$ cat src/rtl/arcadeDisplay_defs.svh
//--------------------------------------------------------------------------
// Arcade display constants
// Raster sizes, object sizes and glyph placement for the VGA back end
//--------------------------------------------------------------------------
`ifndef ARCADE_DISPLAY_DEFS_SVH
`define ARCADE_DISPLAY_DEFS_SVH

// Horizontal raster, in pixel clocks
`define H_VISIBLE        640
`define H_TOTAL          800
`define H_SYNC_START     656
`define H_SYNC_END       752

// Vertical raster, in lines
`define V_VISIBLE        480
`define V_TOTAL          525
`define V_SYNC_START     490
`define V_SYNC_END       492

// Alien row
`define NUM_ALIENS       8
`define ALIEN_W          16
`define ALIEN_H          16
`define ALIEN_SPACING    32

// Player ship and missile
`define PLAYER_W         16
`define PLAYER_H         8
`define MISSILE_W        2
`define MISSILE_H        8

// Glyph band, 8x16 cells
`define GLYPH_ROW_TOP    450
`define GLYPH_ROW_BOTTOM 465
`define GLYPH_W          8
`define LEVEL_COL        40
`define SCORE_TENS_COL   584
`define SCORE_ONES_COL   592

// Coordinate to pixel output latency
`define PIPE_DEPTH       2

`endif
$ cat src/rtl/gamePkg.sv
//--------------------------------------------------------------------------
// Game state types
// Score, level and glyph index as seen by the display
//--------------------------------------------------------------------------
package gamePkg;

	// Two decimal digits of score
	typedef logic [6:0] scoreT;

	// Level 0 to 3
	typedef logic [1:0] levelT;

	// Glyph index, digits 0 to 9
	typedef logic [3:0] digitT;

	// Largest score the two-digit display can show
	localparam scoreT maxScore = 7'd99;

endpackage

$ cat src/rtl/videoPkg.sv
//--------------------------------------------------------------------------
// Video types
// Raster coordinates and color channel values
//--------------------------------------------------------------------------
package videoPkg;

	// Pixel coordinate, covers the full 800x525 raster
	typedef logic [9:0] coordT;

	// One VGA color channel
	typedef logic [7:0] colorChanT;

	// Channel levels used by the palette
	localparam colorChanT chanFull = 8'hFF;
	localparam colorChanT chanOff  = 8'h00;

endpackage

$ cat src/rtl/arcadeDisplay.sv
//--------------------------------------------------------------------------
// Arcade display top
// Raster timing, object hit testers and color mapper for one VGA frame
//--------------------------------------------------------------------------
`timescale 1ns/100ps
`include "arcadeDisplay_defs.svh"

module arcadeDisplay import videoPkg::*, gamePkg::*; (
	input  logic                   clk,
	input  logic                   rstN,
	input  coordT                  playerX,
	input  coordT                  playerY,
	input  coordT                  missileX,
	input  coordT                  missileY,
	input  logic                   missileActive,
	input  coordT                  alienBaseX,
	input  coordT                  alienRowY,
	input  logic [`NUM_ALIENS-1:0] alienAlive,
	input  scoreT                  score,
	input  levelT                  level,
	output colorChanT              vgaR,
	output colorChanT              vgaG,
	output colorChanT              vgaB,
	output logic                   hSync,
	output logic                   vSync,
	output logic                   visible
);

	coordT                  drawX;
	coordT                  drawY;
	logic                   hSyncRaw;
	logic                   vSyncRaw;
	logic                   rawVisible;
	logic [`NUM_ALIENS-1:0] alienHit;
	logic                   playerHit;
	logic                   missileHit;

	//----------------------------------------------------------------------
	// Raster
	//----------------------------------------------------------------------
	vgaTiming vgaTiming_inst (
		.clk        (clk),
		.rstN       (rstN),
		.drawX      (drawX),
		.drawY      (drawY),
		.hSyncRaw   (hSyncRaw),
		.vSyncRaw   (vSyncRaw),
		.rawVisible (rawVisible)
	);

	//----------------------------------------------------------------------
	// Hit testers
	//----------------------------------------------------------------------
	// Aliens sit on one row at fixed spacing from the base column
	for (genvar i = 0; i < `NUM_ALIENS; i++) begin : genAlien
		coordT alienX;

		assign alienX = alienBaseX + coordT'(i * `ALIEN_SPACING);

		spriteHit #(
			.width  (`ALIEN_W),
			.height (`ALIEN_H)
		) alienHit_inst (
			.clk    (clk),
			.rstN   (rstN),
			.enable (alienAlive[i]),
			.objX   (alienX),
			.objY   (alienRowY),
			.drawX  (drawX),
			.drawY  (drawY),
			.hit    (alienHit[i])
		);
	end

	// Player ship always drawn
	spriteHit #(
		.width  (`PLAYER_W),
		.height (`PLAYER_H)
	) playerHit_inst (
		.clk    (clk),
		.rstN   (rstN),
		.enable (1'b1),
		.objX   (playerX),
		.objY   (playerY),
		.drawX  (drawX),
		.drawY  (drawY),
		.hit    (playerHit)
	);

	spriteHit #(
		.width  (`MISSILE_W),
		.height (`MISSILE_H)
	) missileHit_inst (
		.clk    (clk),
		.rstN   (rstN),
		.enable (missileActive),
		.objX   (missileX),
		.objY   (missileY),
		.drawX  (drawX),
		.drawY  (drawY),
		.hit    (missileHit)
	);

	//----------------------------------------------------------------------
	// Pixel colors
	//----------------------------------------------------------------------
	colorMapper colorMapper_inst (
		.clk        (clk),
		.rstN       (rstN),
		.drawX      (drawX),
		.drawY      (drawY),
		.hSyncRaw   (hSyncRaw),
		.vSyncRaw   (vSyncRaw),
		.rawVisible (rawVisible),
		.alienHit   (alienHit),
		.playerHit  (playerHit),
		.missileHit (missileHit),
		.score      (score),
		.level      (level),
		.vgaR       (vgaR),
		.vgaG       (vgaG),
		.vgaB       (vgaB),
		.hSync      (hSync),
		.vSync      (vSync),
		.visible    (visible)
	);

endmodule

$ cat src/rtl/colorMapper.sv
//--------------------------------------------------------------------------
// Color mapper
// Priority color select with score and level glyphs, registered VGA out
//--------------------------------------------------------------------------
`timescale 1ns/100ps
`include "arcadeDisplay_defs.svh"

module colorMapper import videoPkg::*, gamePkg::*; (
	input  logic                   clk,
	input  logic                   rstN,
	input  coordT                  drawX,
	input  coordT                  drawY,
	input  logic                   hSyncRaw,
	input  logic                   vSyncRaw,
	input  logic                   rawVisible,
	input  logic [`NUM_ALIENS-1:0] alienHit,
	input  logic                   playerHit,
	input  logic                   missileHit,
	input  scoreT                  score,
	input  levelT                  level,
	output colorChanT              vgaR,
	output colorChanT              vgaG,
	output colorChanT              vgaB,
	output logic                   hSync,
	output logic                   vSync,
	output logic                   visible
);

	coordT      dlyX;
	coordT      dlyY;
	logic       dlyHSync;
	logic       dlyVSync;
	logic       dlyVisible;
	digitT      tensDigit;
	digitT      onesDigit;
	digitT      glyphDigit;
	coordT      colBase;
	logic [3:0] glyphRow;
	logic [2:0] glyphCol;
	logic [7:0] glyphBits;
	logic       inBand;
	logic       inLevel;
	logic       inTens;
	logic       inOnes;
	logic       glyphPixel;
	colorChanT  nextR;
	colorChanT  nextG;
	colorChanT  nextB;

	//----------------------------------------------------------------------
	// Align coordinates and syncs with the registered hit flags
	//----------------------------------------------------------------------
	always_ff @(posedge clk) begin
		dlyX <= drawX;
		dlyY <= drawY;
	end

	always_ff @(posedge clk) begin
		if (!rstN) begin
			dlyHSync   <= 1'b1;
			dlyVSync   <= 1'b1;
			dlyVisible <= 1'b0;
		end else begin
			dlyHSync   <= hSyncRaw;
			dlyVSync   <= vSyncRaw;
			dlyVisible <= rawVisible;
		end
	end

	//----------------------------------------------------------------------
	// Glyph band decode
	//----------------------------------------------------------------------
	// Score drawn tens first
	assign tensDigit = digitT'(score / scoreT'(10));
	assign onesDigit = digitT'(score % scoreT'(10));

	assign inBand  = (dlyY >= coordT'(`GLYPH_ROW_TOP)) &&
		(dlyY <= coordT'(`GLYPH_ROW_BOTTOM));
	assign inLevel = inBand && (dlyX >= coordT'(`LEVEL_COL)) &&
		(dlyX < coordT'(`LEVEL_COL + `GLYPH_W));
	assign inTens  = inBand && (dlyX >= coordT'(`SCORE_TENS_COL)) &&
		(dlyX < coordT'(`SCORE_TENS_COL + `GLYPH_W));
	assign inOnes  = inBand && (dlyX >= coordT'(`SCORE_ONES_COL)) &&
		(dlyX < coordT'(`SCORE_ONES_COL + `GLYPH_W));

	// Only one cell can hold the pixel, so one ROM is shared
	always_comb begin
		if (inLevel) begin
			glyphDigit = digitT'(level);
			colBase    = coordT'(`LEVEL_COL);
		end else if (inTens) begin
			glyphDigit = tensDigit;
			colBase    = coordT'(`SCORE_TENS_COL);
		end else begin
			glyphDigit = onesDigit;
			colBase    = coordT'(`SCORE_ONES_COL);
		end
	end

	assign glyphRow = 4'(dlyY - coordT'(`GLYPH_ROW_TOP));
	assign glyphCol = 3'(dlyX - colBase);

	glyphRom glyphRom_inst (
		.digit (glyphDigit),
		.row   (glyphRow),
		.bits  (glyphBits)
	);

	// Leftmost column is bit 7
	assign glyphPixel = glyphBits[3'd7 - glyphCol];

	//----------------------------------------------------------------------
	// Priority select
	//----------------------------------------------------------------------
	always_comb begin
		nextR = chanOff;
		nextG = chanOff;
		nextB = chanOff;
		if (!dlyVisible) begin
			// Blanking stays black
			nextR = chanOff;
		end else if (inLevel || inTens || inOnes) begin
			// Glyph cells override every object
			if (glyphPixel) begin
				nextR = chanFull;
				nextG = chanFull;
				nextB = chanFull;
			end
		end else if (missileHit) begin
			nextR = chanFull;
		end else if (playerHit) begin
			nextR = chanFull;
			nextG = chanFull;
			nextB = chanFull;
		end else if (|alienHit) begin
			nextG = chanFull;
		end
	end

	// Output stage
	always_ff @(posedge clk) begin
		if (!rstN) begin
			vgaR    <= chanOff;
			vgaG    <= chanOff;
			vgaB    <= chanOff;
			hSync   <= 1'b1;
			vSync   <= 1'b1;
			visible <= 1'b0;
		end else begin
			vgaR    <= nextR;
			vgaG    <= nextG;
			vgaB    <= nextB;
			hSync   <= dlyHSync;
			vSync   <= dlyVSync;
			visible <= dlyVisible;
		end
	end

	// Blank pixels leave the DAC dark
	blackWhenBlank: assert property (@(posedge clk) disable iff (!rstN)
		!visible |-> (vgaR == chanOff) && (vgaG == chanOff) && (vgaB == chanOff));

	// Score and level held across the drawn lines, score fits two digits
	hudStableInFrame: assert property (@(posedge clk) disable iff (!rstN)
		(drawY > 0) && (drawY < coordT'(`V_VISIBLE)) |->
		$stable(score) && $stable(level) && (score <= maxScore));

endmodule

$ cat src/rtl/glyphRom.sv
//--------------------------------------------------------------------------
// Glyph ROM
// 8x16 bitmaps for the digits 0 to 9, MSB is the leftmost column
//--------------------------------------------------------------------------
`timescale 1ns/100ps

module glyphRom import gamePkg::*; (
	input  digitT      digit,
	input  logic [3:0] row,
	output logic [7:0] bits
);

	//----------------------------------------------------------------------
	// Bitmap table, 16 rows per digit
	//----------------------------------------------------------------------
	localparam logic [7:0] fontTable [0:159] = '{
		// 0
		8'h00, 8'h00, 8'h7C, 8'hC6, 8'hC6, 8'hCE, 8'hDE, 8'hF6,
		8'hE6, 8'hC6, 8'hC6, 8'h7C, 8'h00, 8'h00, 8'h00, 8'h00,
		// 1
		8'h00, 8'h00, 8'h18, 8'h38, 8'h78, 8'h18, 8'h18, 8'h18,
		8'h18, 8'h18, 8'h18, 8'h7E, 8'h00, 8'h00, 8'h00, 8'h00,
		// 2
		8'h00, 8'h00, 8'h7C, 8'hC6, 8'h06, 8'h0C, 8'h18, 8'h30,
		8'h60, 8'hC0, 8'hC6, 8'hFE, 8'h00, 8'h00, 8'h00, 8'h00,
		// 3
		8'h00, 8'h00, 8'h7C, 8'hC6, 8'h06, 8'h06, 8'h3C, 8'h06,
		8'h06, 8'h06, 8'hC6, 8'h7C, 8'h00, 8'h00, 8'h00, 8'h00,
		// 4
		8'h00, 8'h00, 8'h0C, 8'h1C, 8'h3C, 8'h6C, 8'hCC, 8'hFE,
		8'h0C, 8'h0C, 8'h0C, 8'h1E, 8'h00, 8'h00, 8'h00, 8'h00,
		// 5
		8'h00, 8'h00, 8'hFE, 8'hC0, 8'hC0, 8'hC0, 8'hFC, 8'h06,
		8'h06, 8'h06, 8'hC6, 8'h7C, 8'h00, 8'h00, 8'h00, 8'h00,
		// 6
		8'h00, 8'h00, 8'h38, 8'h60, 8'hC0, 8'hC0, 8'hFC, 8'hC6,
		8'hC6, 8'hC6, 8'hC6, 8'h7C, 8'h00, 8'h00, 8'h00, 8'h00,
		// 7
		8'h00, 8'h00, 8'hFE, 8'hC6, 8'h06, 8'h06, 8'h0C, 8'h18,
		8'h30, 8'h30, 8'h30, 8'h30, 8'h00, 8'h00, 8'h00, 8'h00,
		// 8
		8'h00, 8'h00, 8'h7C, 8'hC6, 8'hC6, 8'hC6, 8'h7C, 8'hC6,
		8'hC6, 8'hC6, 8'hC6, 8'h7C, 8'h00, 8'h00, 8'h00, 8'h00,
		// 9
		8'h00, 8'h00, 8'h7C, 8'hC6, 8'hC6, 8'hC6, 8'h7E, 8'h06,
		8'h06, 8'h06, 8'h0C, 8'h78, 8'h00, 8'h00, 8'h00, 8'h00
	};

	logic [7:0] tableIndex;

	// Digit selects the 16-row block, row the line inside it
	assign tableIndex = {digit, row};

	// Codes above 9 draw as blank
	always_comb begin
		if (digit <= 4'd9)
			bits = fontTable[tableIndex];
		else
			bits = 8'h00;
	end

endmodule

$ cat src/rtl/spriteHit.sv
//--------------------------------------------------------------------------
// Sprite hit tester
// Registered flag for the current pixel inside one object rectangle
//--------------------------------------------------------------------------
`timescale 1ns/100ps
`include "arcadeDisplay_defs.svh"

module spriteHit import videoPkg::*; #(
	parameter int width  = 16,
	parameter int height = 16
) (
	input  logic  clk,
	input  logic  rstN,
	input  logic  enable,
	input  coordT objX,
	input  coordT objY,
	input  coordT drawX,
	input  coordT drawY,
	output logic  hit
);

	// One extra bit so objects near the raster edge do not wrap
	logic [10:0] rightEdge;
	logic [10:0] bottomEdge;
	logic        insideX;
	logic        insideY;

	assign rightEdge  = {1'b0, objX} + 11'(width);
	assign bottomEdge = {1'b0, objY} + 11'(height);

	// Half-open rectangle [obj, obj + size)
	assign insideX = (drawX >= objX) && ({1'b0, drawX} < rightEdge);
	assign insideY = (drawY >= objY) && ({1'b0, drawY} < bottomEdge);

	always_ff @(posedge clk) begin
		if (!rstN)
			hit <= 1'b0;
		else
			hit <= enable && insideX && insideY;
	end

	// Disabled object leaves no trace on the next pixel
	noHitWhenDisabled: assert property (@(posedge clk) disable iff (!rstN)
		!enable |=> !hit);

	// Object state may only move during vertical blank
	objStableInFrame: assert property (@(posedge clk) disable iff (!rstN)
		(drawY > 0) && (drawY < coordT'(`V_VISIBLE)) |->
		$stable(objX) && $stable(objY) && $stable(enable));

endmodule

$ cat src/rtl/vgaTiming.sv
//--------------------------------------------------------------------------
// VGA timing generator
// 800x525 raster counters with sync and visible-area flags
//--------------------------------------------------------------------------
`timescale 1ns/100ps
`include "arcadeDisplay_defs.svh"

module vgaTiming import videoPkg::*; (
	input  logic  clk,
	input  logic  rstN,
	output coordT drawX,
	output coordT drawY,
	output logic  hSyncRaw,
	output logic  vSyncRaw,
	output logic  rawVisible
);

	coordT hCount;
	coordT vCount;
	logic  lineEnd;
	logic  frameEnd;

	// Last pixel of a line, last line of a frame
	assign lineEnd  = (hCount == coordT'(`H_TOTAL - 1));
	assign frameEnd = (vCount == coordT'(`V_TOTAL - 1));

	//----------------------------------------------------------------------
	// Raster counters
	//----------------------------------------------------------------------
	always_ff @(posedge clk) begin
		if (!rstN) begin
			hCount <= '0;
			vCount <= '0;
		end else if (lineEnd) begin
			hCount <= '0;
			// Line counter steps once per line
			if (frameEnd)
				vCount <= '0;
			else
				vCount <= vCount + 1'b1;
		end else begin
			hCount <= hCount + 1'b1;
		end
	end

	assign drawX = hCount;
	assign drawY = vCount;

	//----------------------------------------------------------------------
	// Sync and blanking
	//----------------------------------------------------------------------
	// Both syncs active low
	assign hSyncRaw = !((hCount >= coordT'(`H_SYNC_START)) &&
		(hCount < coordT'(`H_SYNC_END)));
	assign vSyncRaw = !((vCount >= coordT'(`V_SYNC_START)) &&
		(vCount < coordT'(`V_SYNC_END)));

	// Drawable 640x480 region
	assign rawVisible = (hCount < coordT'(`H_VISIBLE)) &&
		(vCount < coordT'(`V_VISIBLE));

	// Counters never leave the raster
	hCountInRange: assert property (@(posedge clk) disable iff (!rstN)
		hCount < coordT'(`H_TOTAL));
	vCountInRange: assert property (@(posedge clk) disable iff (!rstN)
		vCount < coordT'(`V_TOTAL));

endmodule

$ cat config.mk
export PLATFORM = sky130hd
export DESIGN_NAME = arcadeDisplay
export DESIGN_NICKNAME = d
export VERILOG_FILES = /design/src/rtl/gamePkg.sv /design/src/rtl/videoPkg.sv /design/src/rtl/arcadeDisplay.sv /design/src/rtl/colorMapper.sv /design/src/rtl/glyphRom.sv /design/src/rtl/spriteHit.sv /design/src/rtl/vgaTiming.sv
export VERILOG_INCLUDE_DIRS = /design/src /design/src/rtl
export SDC_FILE = /design/constraint.sdc
export NUM_CORES = 1
export LEC_CHECK = 0
export BUFFER_PORTS_ARGS = -buffer_cell sky130_fd_sc_hd__buf_2
export CORE_ASPECT_RATIO = 1.25
export CORE_MARGIN = 2
export CORE_UTILIZATION = 60
export CTS_BUF_LIST = sky130_fd_sc_hd__clkbuf_4 sky130_fd_sc_hd__clkbuf_8 sky130_fd_sc_hd__clkbuf_16
export DETAILED_ROUTE_END_ITERATION = 8
export GPL_ROUTABILITY_DRIVEN = 0
export MAX_ROUTING_LAYER = met4
export PLACE_DENSITY = 0.86
export SETUP_SLACK_MARGIN = 0.05
export SLEW_MARGIN = 40
export SYNTH_ARGS = -nofsm -noshare
export SYNTH_HDL_FRONTEND = slang
export SYNTH_SLANG_ARGS = --single-unit
$ cat constraint.sdc
create_clock -name clk -period 6.92 [get_ports clk]
set_input_delay 0.346 -clock clk [delete_from_list [all_inputs] [get_ports clk]]
set_output_delay 0.346 -clock clk [all_outputs]
set_load 0.02 [all_outputs]
[After elaboration in Yosys (flattened, before gate mapping)]
Memory sizes are Yosys's and may differ from the RTL's.
Index checks and enable logic that the tools add are counted.
Cells by class
  bitwise operators: 2
  div/mod/pow operators: 2
  reductions and logical operators: 49
  add/subtract/negate cells: 25
  magnitude comparators: 43
  multiplexer cells: 19
  eq/ne operators: 2
Operator list (number)
  $lt 10x11->1: 13
  $ge 10x10->1: 13
  $add 10x5->11 const B: 10
  $mux 8: 13
  $logic_and 1x1->1: 42
  $add 10x8->10 const B: 4
  $lt 10x10->1 const B: 4
  $ge 10x10->1 const B: 3
  $add 10x4->11 const B: 2
  $add 10x1->10 const B: 2
  $add 10x7->10 const B: 2
  $eq 10x10->1 const B: 2
  $ge 10x9->1 const B: 2
  $lt 10x9->1 const B: 2
  $add 10x2->11 const B: 1
  $add 10x6->10 const B: 1
  $ge 10x6->1 const B: 1
  $le 10x9->1 const B: 1
  $lt 10x6->1 const B: 1
  $mux 10: 1
  $ge 9x9->1 const B: 1
  $not 8->9: 1
  $mux 4: 2
  $reduce_or 8->1: 1
  15 further kinds: 17
Storage, ports and cells
  ROM bits: 2048
  output and inout bits: 27
  memories kept: 1
  input bits: 80
  flip-flop bits (word level): 80
  word-level logic and storage cells: 166
Memories
  (name not given): words 256, width 8, read ports 1, clocked after memory_dff 0, wr ports 0, line glyphRom.sv:57  | bits = fontTable[tableIndex];

[Logic depth before layout (Yosys ltp)]
Gate-level depths: netlist of the first run.
  depth in word-level cells: 15
  depth in mapped cells: 19
  gate-level depth less buffers: 16

[Hierarchy]
Synthesis of the first run repeated with hierarchy kept, for this count alone.
Unflattened totals
  cell total of the unflattened synthesis: 1869
  area total of the unflattened synthesis: 14311.2 um2
Modules (own cells, without submodules)
  spriteHit at genAlien[0].alienHit_inst ...: seq. area each 20.0 um2, cells an instance 130, instances 6, area each 991.0 um2
  spriteHit at genAlien[6].alienHit_inst ...: seq. area each 20.0 um2, cells an instance 130, instances 2, area each 970.9 um2
  colorMapper: seq. area each 580.6 um2, cells an instance 199, instances 1, area each 1755.4 um2
  glyphRom: seq. area each 0.0 um2, cells an instance 187, instances 1, area each 1136.1 um2
  spriteHit at missileHit_inst: seq. area each 20.0 um2, cells an instance 143, instances 1, area each 1109.8 um2
  vgaTiming: seq. area each 400.4 um2, cells an instance 119, instances 1, area each 1054.8 um2
  spriteHit at playerHit_inst: seq. area each 20.0 um2, cells an instance 133, instances 1, area each 1009.7 um2
  arcadeDisplay: seq. area each 0.0 um2, cells an instance 48, instances 1, area each 357.8 um2

[Worst setup path after synthesis of the first run]
No wires, ideal clock.
  path type: input to register
  start: in score[5]
  end: reg colorMapper_inst.vgaR[6]
  library setup time: 70 ps
  setup slack: 2926 ps
  cell stages on the path: 18
  arrival: 3924 ps
  data required time: 6850 ps
  path buffers: 3
  cell sequence: clkbuf_1 clkbuf_1 a211o_1 o32ai_1 a21oi_1 xnor2_1 ha_1 nand2_1 a22o_1 o32ai_4 xnor2_1 a21oi_2 buf_2 nand2_1 nor4_1 nor4_1 a2111oi_2 o21bai_1
On the way
  longest elaborated chain between the ends: 12
  elaborated cells on any way between the ends: 14
  classes of those cells: 2 x div; 1 x order compare; 9 x mux; 1 x bitwise; 1 x memory
Ends and longest elaborated chain
  start, declared: line arcadeDisplay.sv:19  | input scoreT score,
  $mod 7x4->7 or $div 7x4->7 (tied branches): line colorMapper.sv:75, colorMapper.sv:74
  $mux 4 *: line colorMapper.sv:91  | end else if (inTens) begin
  $mux 4 *: line colorMapper.sv:88  | if (inLevel) begin
  $not 8->9 (not written as such): line glyphRom.sv:57
  $mem_v2 256x8
  $mux 8 (not written as such) (2 in a row): line glyphRom.sv:57
  $mux 8 *: line glyphRom.sv:56  | if (digit <= 4'd9)
  $bmux 1 s3 *: line colorMapper.sv:110  | assign glyphPixel = glyphBits[3'd7 - glyphCol];
  $mux 1 (not written as such) *: line colorMapper.sv:110
  $mux 8 *: line colorMapper.sv:124  | if (glyphPixel) begin
  $mux 8 *: line colorMapper.sv:122  | end else if (inLevel || inTens || inOnes) begin
  end signal, assigned: line colorMapper.sv:143  | vgaR <= chanOff;
  end signal, assigned: line colorMapper.sv:150  | vgaR <= nextR;
  end, declared: line colorMapper.sv:21  | output colorChanT vgaR,
Every way passes the cells marked *; elsewhere a longest branch is shown, timed or not. The select of a mux whose other input is x is not followed.
A chain may end at the register's enable or synchronous reset.

[Worst setup path in the final report of the first run]
  start: reg colorMapper_inst.dlyY[1]
  end: reg colorMapper_inst.vgaR[6]
On the way
  longest elaborated chain between the ends: 15
  elaborated cells on any way between the ends: 24
  classes of those cells: 1 x add/sub; 3 x order compare; 9 x mux; 1 x bitwise; 9 x reduce/logical; 1 x memory
Ends and longest elaborated chain
  start, declared: line colorMapper.sv:30  | coordT dlyY;
  start signal, assigned: line colorMapper.sv:55  | dlyY <= drawY;
  $ge 10x9->1 or $le 10x9->1 (tied branches): line colorMapper.sv:77, colorMapper.sv:78
  $logic_and 1x1->1: line colorMapper.sv:77  | assign inBand = (dlyY >= coordT'(`GLYPH_ROW_TOP)) &&
  $logic_and 1x1->1 (2 in a row): line colorMapper.sv:81  | assign inTens = inBand && (dlyX >= coordT'(`SCORE_TENS_COL)) &&
  $mux 4: line colorMapper.sv:91
  $mux 4: line colorMapper.sv:88
  $not 8->9 (not written as such): line glyphRom.sv:57
  $mem_v2 256x8
  $mux 8 (not written as such) (2 in a row): line glyphRom.sv:57
  $mux 8: line glyphRom.sv:56
  $bmux 1 s3: line colorMapper.sv:110
  $mux 1 (not written as such): line colorMapper.sv:110
  $mux 8: line colorMapper.sv:124
  $mux 8 *: line colorMapper.sv:122
Marks and branches as above.

==> results.md, run 1 <==
- Most frequent cells in the layout: 187 x ha_1, 106 x buf_2, 100 x inv_1
- CTS HTree Levels: 3
- Crit path largest cell delay: between 500 and 600 ps
- Cell family contributing the most delay on the critical path: compound AO/OA/AOI/OAI gates
- Remaining antenna violation count: 0
- Clk Latency, worst-skew pair: ~330 ps
- Placement Setup Slack: about 2300 ps
- Initial antenna violation count: 0
- Setup_tns: 0 ps
- Core Rows: 48
- Commonest non-fill, non-tap cell in the layout: ha_1
- Largest net degree at the start of global routing: 28
- Most used DFF post-synth: dfxtp_1
- Net count after synthesis: ~1.3k
- Worst-path maximum fanout: 21
- Multi-input logic area: roughly 6600 µm²
- Finished Layout Cells: around 1.3k
- TritonCTS clock tree: yes
- CTS buffer count: 9
- Fmax: ~220 MHz
- Die Ht: 137 µm
- Area grow syn2layout: 9.72%
- Global Route Usage Sum: 0.297
- Crit Path Class: flip-flop to flip-flop
- Fin crit share: 0.657
- DP Cell Count: between 1k and 1.5k
- CTS Hold Bufs: 0
- Final hold viol count: 0
- Synth top area share: 0.277
- ANT cells: 0
- Die Wd: ~110 µm
- Yosys warns: 0
- CORE AREA: about 14000 µm²
- Seq cells post-synth: about 60
- CP Cell Sequence: inv_1 -> ha_1 -> nor2_1 -> o31a_1 -> nor4_2 -> a2bb2oi_2 -> a21boi_4 -> buf_8 -> and2_1 -> a221oi_1 -> o41ai_1 -> a21oi_1 -> a2111oi_2 -> o21bai_1
- Hold Crit Class: input pin to flip-flop
- VDD IR max: around 0.12 mV
- Req. time, crit path: about 7000 ps
- Clk_skew: about 8.5 ps
- DR iter-0 viols: 688
- Post-Syn Instances: 1056
- Final nets: roughly 1.4k
- Setup Buffers After CTS: 0
- Number of port buffers: 106
- Minimum clock period: ~4500 ps
- CP endpoint kind: flip-flop
- Clk buf depth: 2
- Max cap viols: 0
- Relative slew slack: 0.484
- Share of cells above drive strength 1: 0.132
- FF-to-FF path depth: 14
- Synth Area per Inst: 8.00 µm²
- DRC Markers: 0
- Post-DP HPWL: 16.1 mm
- Final worst-path setup slack: about 2400 ps
- First-pass GRT wire length: 35.4 mm
- Clk root buf: clkbuf_16
- Clock Pin Slew Worst Setup and Hold Paths: roughly 50 ps
- Grt ovf: 0
- Drt wl/cell: 16.1 µm
- Num Clock Sinks: 59
- Initial core utilization: 0.612
- Total power: 0.00111 W
- Vias in the first global route: between 7k and 8k
- Stages on worst setup path: 14
- Startpoint Class: flip-flop
- Worst Tran Pin Value: just under 800 ps
- Cell variety after synth: 78
- Final Util: 0.671
- Register Area: between 1000 and 1500 µm²
- Area contributors post-synth: ha_1 28%, dfxtp_1 14%, xnor2_1 6.1%, inv_1 4.4%, a21o_1 4.2%
- DR vias: 7946
- Post-CTS Resized: 0
- Vias per cell: 6.06
- Final setup viols: 0
- Leakage power: just under 5 nW
- Ports: 107
- Synth Cell Area: approximately 8400 µm²
- Power Density: 120 nW/µm²
- Buf/Inv on CP: 2
- CP max-delay cell: ha_1
- CP Data Arrival Time: between 4000 and 5000 ps
- DR pass1 iterations: 6
- Final wirelength: approximately 21 mm
- Status: finished clean
- FFs w/ async S/R, synth: 0
- Leading area contributor after synthesis: ha_1
- RSZ-0062 raised after global routing: no
- Die area: 15100 µm²
- Final slew viol count: 0
- Seq/Total Area, Yosys: 0.140
- Filler Cells Inserted: between 1k and 1.5k
- WHS Path Cells: 3
- EDFF count, synth: 0
metal layers:
| metal | part of all wire | vias up | track usage |
|---|---|---|---|
| li1 | - | 3935 | - |
| met1 | 0.42 | 3651 | 0.352 |
| met2 | 0.50 | 287 | 0.504 |
| met3 | 0.052 | 73 | 0.0343 |
| met4 | 0.032 | 0 | 0.130 |
| met5 | 0 | - | - |
synth_stat cells, types with 5 or more instances:
cell type    n
ha_1       187
inv_1      100
nand2_1     64
a21oi_1     62
nor2_1      60
dfxtp_1     59
xnor2_1     59
a21o_1      47
o21ai_0     46
nand3_1     36
nor3_1      25
nand2b_1    24
buf_4       22
xor2_1      22
nor2b_1     18
a211oi_1    16
clkbuf_1    16
o21a_1      13
nor4_1      10
o211ai_1    10
o32ai_1      9
and2_1       8
mux2i_1      8
o22ai_1      8
nand4_1      7
and3_1       6
buf_2        6
or4_1        6
a31oi_1      5
o211a_1      5
o21bai_1     5
registers in the layout, indices dropped and copies added, names as in the netlist:
register                     cells
colorMapper_inst.dlyX           10
colorMapper_inst.dlyY           10
vgaTiming_inst.drawX            10
vgaTiming_inst.drawY            10
genAlien.alienHit_inst.hit       8
colorMapper_inst.dlyHSync        1
colorMapper_inst.dlyVSync        1
colorMapper_inst.dlyVisible      1
colorMapper_inst.hSync           1
colorMapper_inst.vSync           1
colorMapper_inst.vgaB            1
colorMapper_inst.vgaG            1
colorMapper_inst.vgaR            1
colorMapper_inst.visible         1
missileHit_inst.hit              1
playerHit_inst.hit               1
final timing paths:
check                                                   to  slack [ps]                                  from
hold reg to reg          colorMapper_inst.vSync$_SDFF_PN1_         410  colorMapper_inst.dlyVSync$_SDFF_PN1_
setup / recovery       colorMapper_inst.vgaR[6]$_SDFF_PN0_        2380      colorMapper_inst.dlyY[1]$_DFF_P_
hold / removal    genAlien[1].alienHit_inst.hit$_SDFF_PN0_         250                         alienAlive[1]
setup reg to reg       colorMapper_inst.vgaR[6]$_SDFF_PN0_        2380      colorMapper_inst.dlyY[1]$_DFF_P_
per-stage QoR:
stage                     area [µm²]  hold slack, ps
final                           9270             255
after detailed placement        8960             393
after CTS                       9270             251
after global placement          8950             390
after global routing            9270             259
after floorplan                 8450             380
worst reg2reg max path: stages, from the launching register on:
cell and delay [ps]:
dfxtp_1 440, inv_1 310, ha_1 550, nor2_1 110, o31a_1 350, nor4_2 360, a2bb2oi_2 180, a21boi_4 550
buf_8 250, and2_1 170, a221oi_1 90, o41ai_1 340, a21oi_1 90, a2111oi_2 500, o21bai_1 170
report_power, final:
group	switching [W]	internal, W	leakage, nW
Sequential	0.00000613	0.000344	0.477
Combinational	0.000182	0.000136	4.23
Clock	0.000150	0.000295	0.146
Total	0.000338	0.000775	4.86
final cells by class:
type | count | area share
Clock buffer | 12 | 0.0274
Tap cell | 175 | 0.0236
Inverter | 103 | 0.0417
Multi-Input combinational cell | 847 | 0.712
Timing Repair Buffer | 112 | 0.0629
Sequential cell | 59 | 0.127
Clock inverter | 4 | 0.00540
cell families after synthesis:
family / count (synthesis) / synth area share
multiplexers: 11 / 0.0135
XOR/XNOR: 81 / 0.0840
adder cells (fa/ha/maj): 187 / 0.277
buffers and inverters: 150 / 0.0800
AND/OR/NAND/NOR: 296 / 0.185
AO/OA/AOI/OAI: 272 / 0.221
flip-flops: 59 / 0.140
(Power assumes the default switching activity.)
==> inputs of run 2 (changes only) <==
ABC_AREA = 1   (was not set)
CORE_UTILIZATION = 55   (was 60)
PLACE_DENSITY = 0.83   (was 0.86)
clock period = 3.7 ns   (was 6.92 ns; I/O delays follow)
==> run 2 against run 1 <==
Compared with the run above: worst hold slack got worse by 110 ps; combinational power increased by 100%; sequential share of layout area about the same; clock-buffer cell count decreased by 1; first-iteration DRC count decreased by 17%; highest routed layer unchanged.
==> results.md, run 2 <==
- Setup Buffers After CTS: 0
- Clk root buf: clkbuf_16
- Final wirelength: approximately 20 mm
- CTS buffer count: 9
- Power Density: 222 nW/µm²
- Largest net degree at the start of global routing: 30
- Number of port buffers: ~110
- Crit Path Class: flip-flop to flip-flop
- Worst hold start: alienAlive[3]
- Synth cell count leaders: 214 x nand2_1, 202 x inv_1, 187 x ha_1
- Area grow syn2layout: 10.6%
- Seq/Total Area, Yosys: 0.141
- Clk Latency, worst-skew pair: roughly 330 ps
- Final slew viol count: 0
- Ports: around 110
- GR met1 Demand/Resource: 0.294
- First-pass GRT wire length: approximately 35 mm
- Fin crit share: 0.890
- Met3 Track Usage GR: 0.0235
- Startpoint Class: flip-flop
- Post-DP HPWL: around 17 mm
- Status: finished clean
- Setup_tns: 0 ps
- Synth top area share: 0.280
- Synth Area per Inst: 6.91 µm²
- Grt ovf: 0
- Leading area contributor after synthesis: ha_1
- CP Data Arrival Time: approximately 3600 ps
- Area contributors post-synth: ha_1 28%, dfxtp_1 14%, nand2_1 9.6%, inv_1 9.1%, a21oi_1 4.7%
- Register Area: ~1200 µm²
- DRC Markers: 0
- Commonest non-fill, non-tap cell in the layout: nand2_1
- Filler Cells Inserted: ~1.3k
- Initial core utilization: 0.560
- Hold Crit Class: input pin to flip-flop
- CTS Hold Bufs: 0
- VDD IR max: approximately 0.24 mV
- Most frequent cell after synthesis: nand2_1
- Die area: 16200 µm²
- Final worst-path setup slack: ~410 ps
- Worst-path maximum fanout: 9
- EDFF count, synth: 0
- Vias in the first global route: slightly above 8k
- GR Util met2: 0.468
- Minimum clock period: 3290 ps
- FFs w/ async S/R, synth: 0
- Seq cells post-synth: slightly below 60
- Core Rows: 50
- Worst r2r src: colorMapper_inst.dlyY[1]$_DFF_P_
- Synth Cell Area: approximately 8400 µm²
- Clk_skew: 4.26 ps
- Fmax: approximately 300 MHz
- Clk buf depth: 2
- Die Ht: 142 µm
- Cell variety after synth: 48
- RSZ-0062 raised after global routing: no
- Global Route Usage Sum: 0.264
- Relative slew slack: 0.535
- DR pass1 iterations: 5
- CTS HTree Levels: 3
- Remaining antenna violation count: 0
- Num Clock Sinks: 59
- Net count after synthesis: approximately 1.5k
- Req. time, crit path: about 4000 ps
- WHS Path Cells: 3
- Gr busiest metal: met2
- Post-Syn Instances: about 1.2k
- Most used DFF post-synth: dfxtp_1
- Max cap viols: 0
- Vias per cell: ~5.6
- CORE AREA: roughly 15000 µm²
- FF-to-FF path depth: 24
- Yosys warns: 0
- Final setup viols: 0
- DR iter-0 viols: about 570
- Share of cells above drive strength 1: 0.125
- Clock Pin Slew Worst Setup and Hold Paths: around 50 ps
- Leakage power: around 5.1 nW
- R2r setup slk: between 400 and 500 ps
- Initial antenna violation count: 1
- DR vias: approximately 8.3k
- Capturing point of the worst reg2reg path: colorMapper_inst.vgaR[6]$_SDFF_PN0_
- Drt wl/cell: around 14 µm
- Placement Setup Slack: approximately 280 ps
- Multi-input logic area: ~6200 µm²
- CP endpoint kind: flip-flop
- Worst Tran Pin Value: around 700 ps
- Final hold viol count: 0
- Hold EP: genAlien[3].alienHit_inst.hit$_SDFF_PN0_
- Most frequent cells in the layout: 214 x nand2_1, 200 x inv_1, 187 x ha_1
- TritonCTS clock tree: yes
- Die Wd: ~110 µm
- Total power: 0.00205 W
- Final nets: 1571
## run 2: changes by cell type in the layout (fill, tap and decap cells not counted), moves of 16 or more
cell / before / now
nand2_1: 64 / 214
inv_1: 100 / 200
xnor2_1: 59 / 12
a21oi_1: 62 / 78
nand2b_1: 24 / 0
nor2b_1: 18 / 0
nand3_1: 36 / 73
o21a_1: 13 / 33
a21o_1: 47 / 3
## run 2: area by class of cell
class                   count  area share
diodes                      1    0.000270
clock buffers              11      0.0266
clock inverters             5     0.00406
inverters                 208      0.0844
multi-input cells         912       0.669
flip-flops and latches     59       0.128
well taps                 182      0.0246
repair buffers            114      0.0638
## run 2: critical path, cell delays in order, from the launching register on
cell,delay (ps)
dfxtp_1,480
inv_2,140
ha_1,250
o21ai_0,170
nand2_1,70
nand3_1,110
inv_1,60
nand3_1,190
inv_2,120
nor2_2,190
a21oi_2,110
buf_4,180
nand3_1,250
nand2_1,100
inv_1,60
nand2_1,50
nand3_1,110
nand3_1,90
nand3_1,80
nand2_1,50
nand2_1,50
nand2_1,40
nand2_1,50
nand2_1,80
a21oi_1,130
## run 2: power by group
part           total [W]  internal [W]  switching [W]
combinational   0.000634      0.000235       0.000399
clock           0.000770      0.000480       0.000290
sequential      0.000650      0.000643     0.00000691
total            0.00205       0.00136       0.000697
## run 2: cells by family (layout without fill, tap and decap cells)
| logic type | count (synthesis) | in the layout | synth area share |
|---|---|---|---|
| simple gates | 451 | 451 | 0.242 |
| buf+inv | 240 | 338 | 0.120 |
| compound gates | 226 | 226 | 0.167 |
| fa+ha+maj | 187 | 187 | 0.280 |
| flops | 59 | 59 | 0.141 |
| xor+xnor | 48 | 48 | 0.0502 |
| other cells | 0 | 1 | 0 |
## run 2: worst max-delay path by stage
stage / from / end / slack, ps
final: colorMapper_inst.dlyY[1]$_DFF_P_ / colorMapper_inst.vgaR[6]$_SDFF_PN0_ / 410
after global routing: colorMapper_inst.dlyY[1]$_DFF_P_ / colorMapper_inst.vgaR[6]$_SDFF_PN0_ / 110
after CTS: colorMapper_inst.dlyY[1]$_DFF_P_ / colorMapper_inst.vgaR[6]$_SDFF_PN0_ / 250
after detailed placement: colorMapper_inst.dlyY[1]$_DFF_P_ / colorMapper_inst.vgaR[6]$_SDFF_PN0_ / 280
after global placement: colorMapper_inst.dlyY[1]$_DFF_P_ / colorMapper_inst.vgaR[6]$_SDFF_PN0_ / 330
after floorplan: colorMapper_inst.dlyY[1]$_DFF_P_ / colorMapper_inst.vgaG[6]$_SDFF_PN0_ / 800
## run 2: metrics by stage
stage	instance area (µm²)	std cells	hold WS [ps]	util
6_report	9250	1492	141	0.619
5_1_grt	9250	1492	138	0.619
4_1_cts	9250	1491	125	0.618
3_5_place_dp	8960	1475	380	0.599
3_3_place_gp	8960	1475	380	0.599
2_1_floorplan	8370	1211	328	-
## run 2: layer usage
layer	up-vias	wire, µm
li1	4221	-
met1	3757	8470
met2	277	10300
met3	72	921
met4	0	749
met5	-	0
## run 2: timing repair
item / 4_1_cts / 5_1_grt
endpoints found under the hold margin: 0 / 0
gates resized for setup: 0 / 3
setup endpoints to repair: 0 / 3
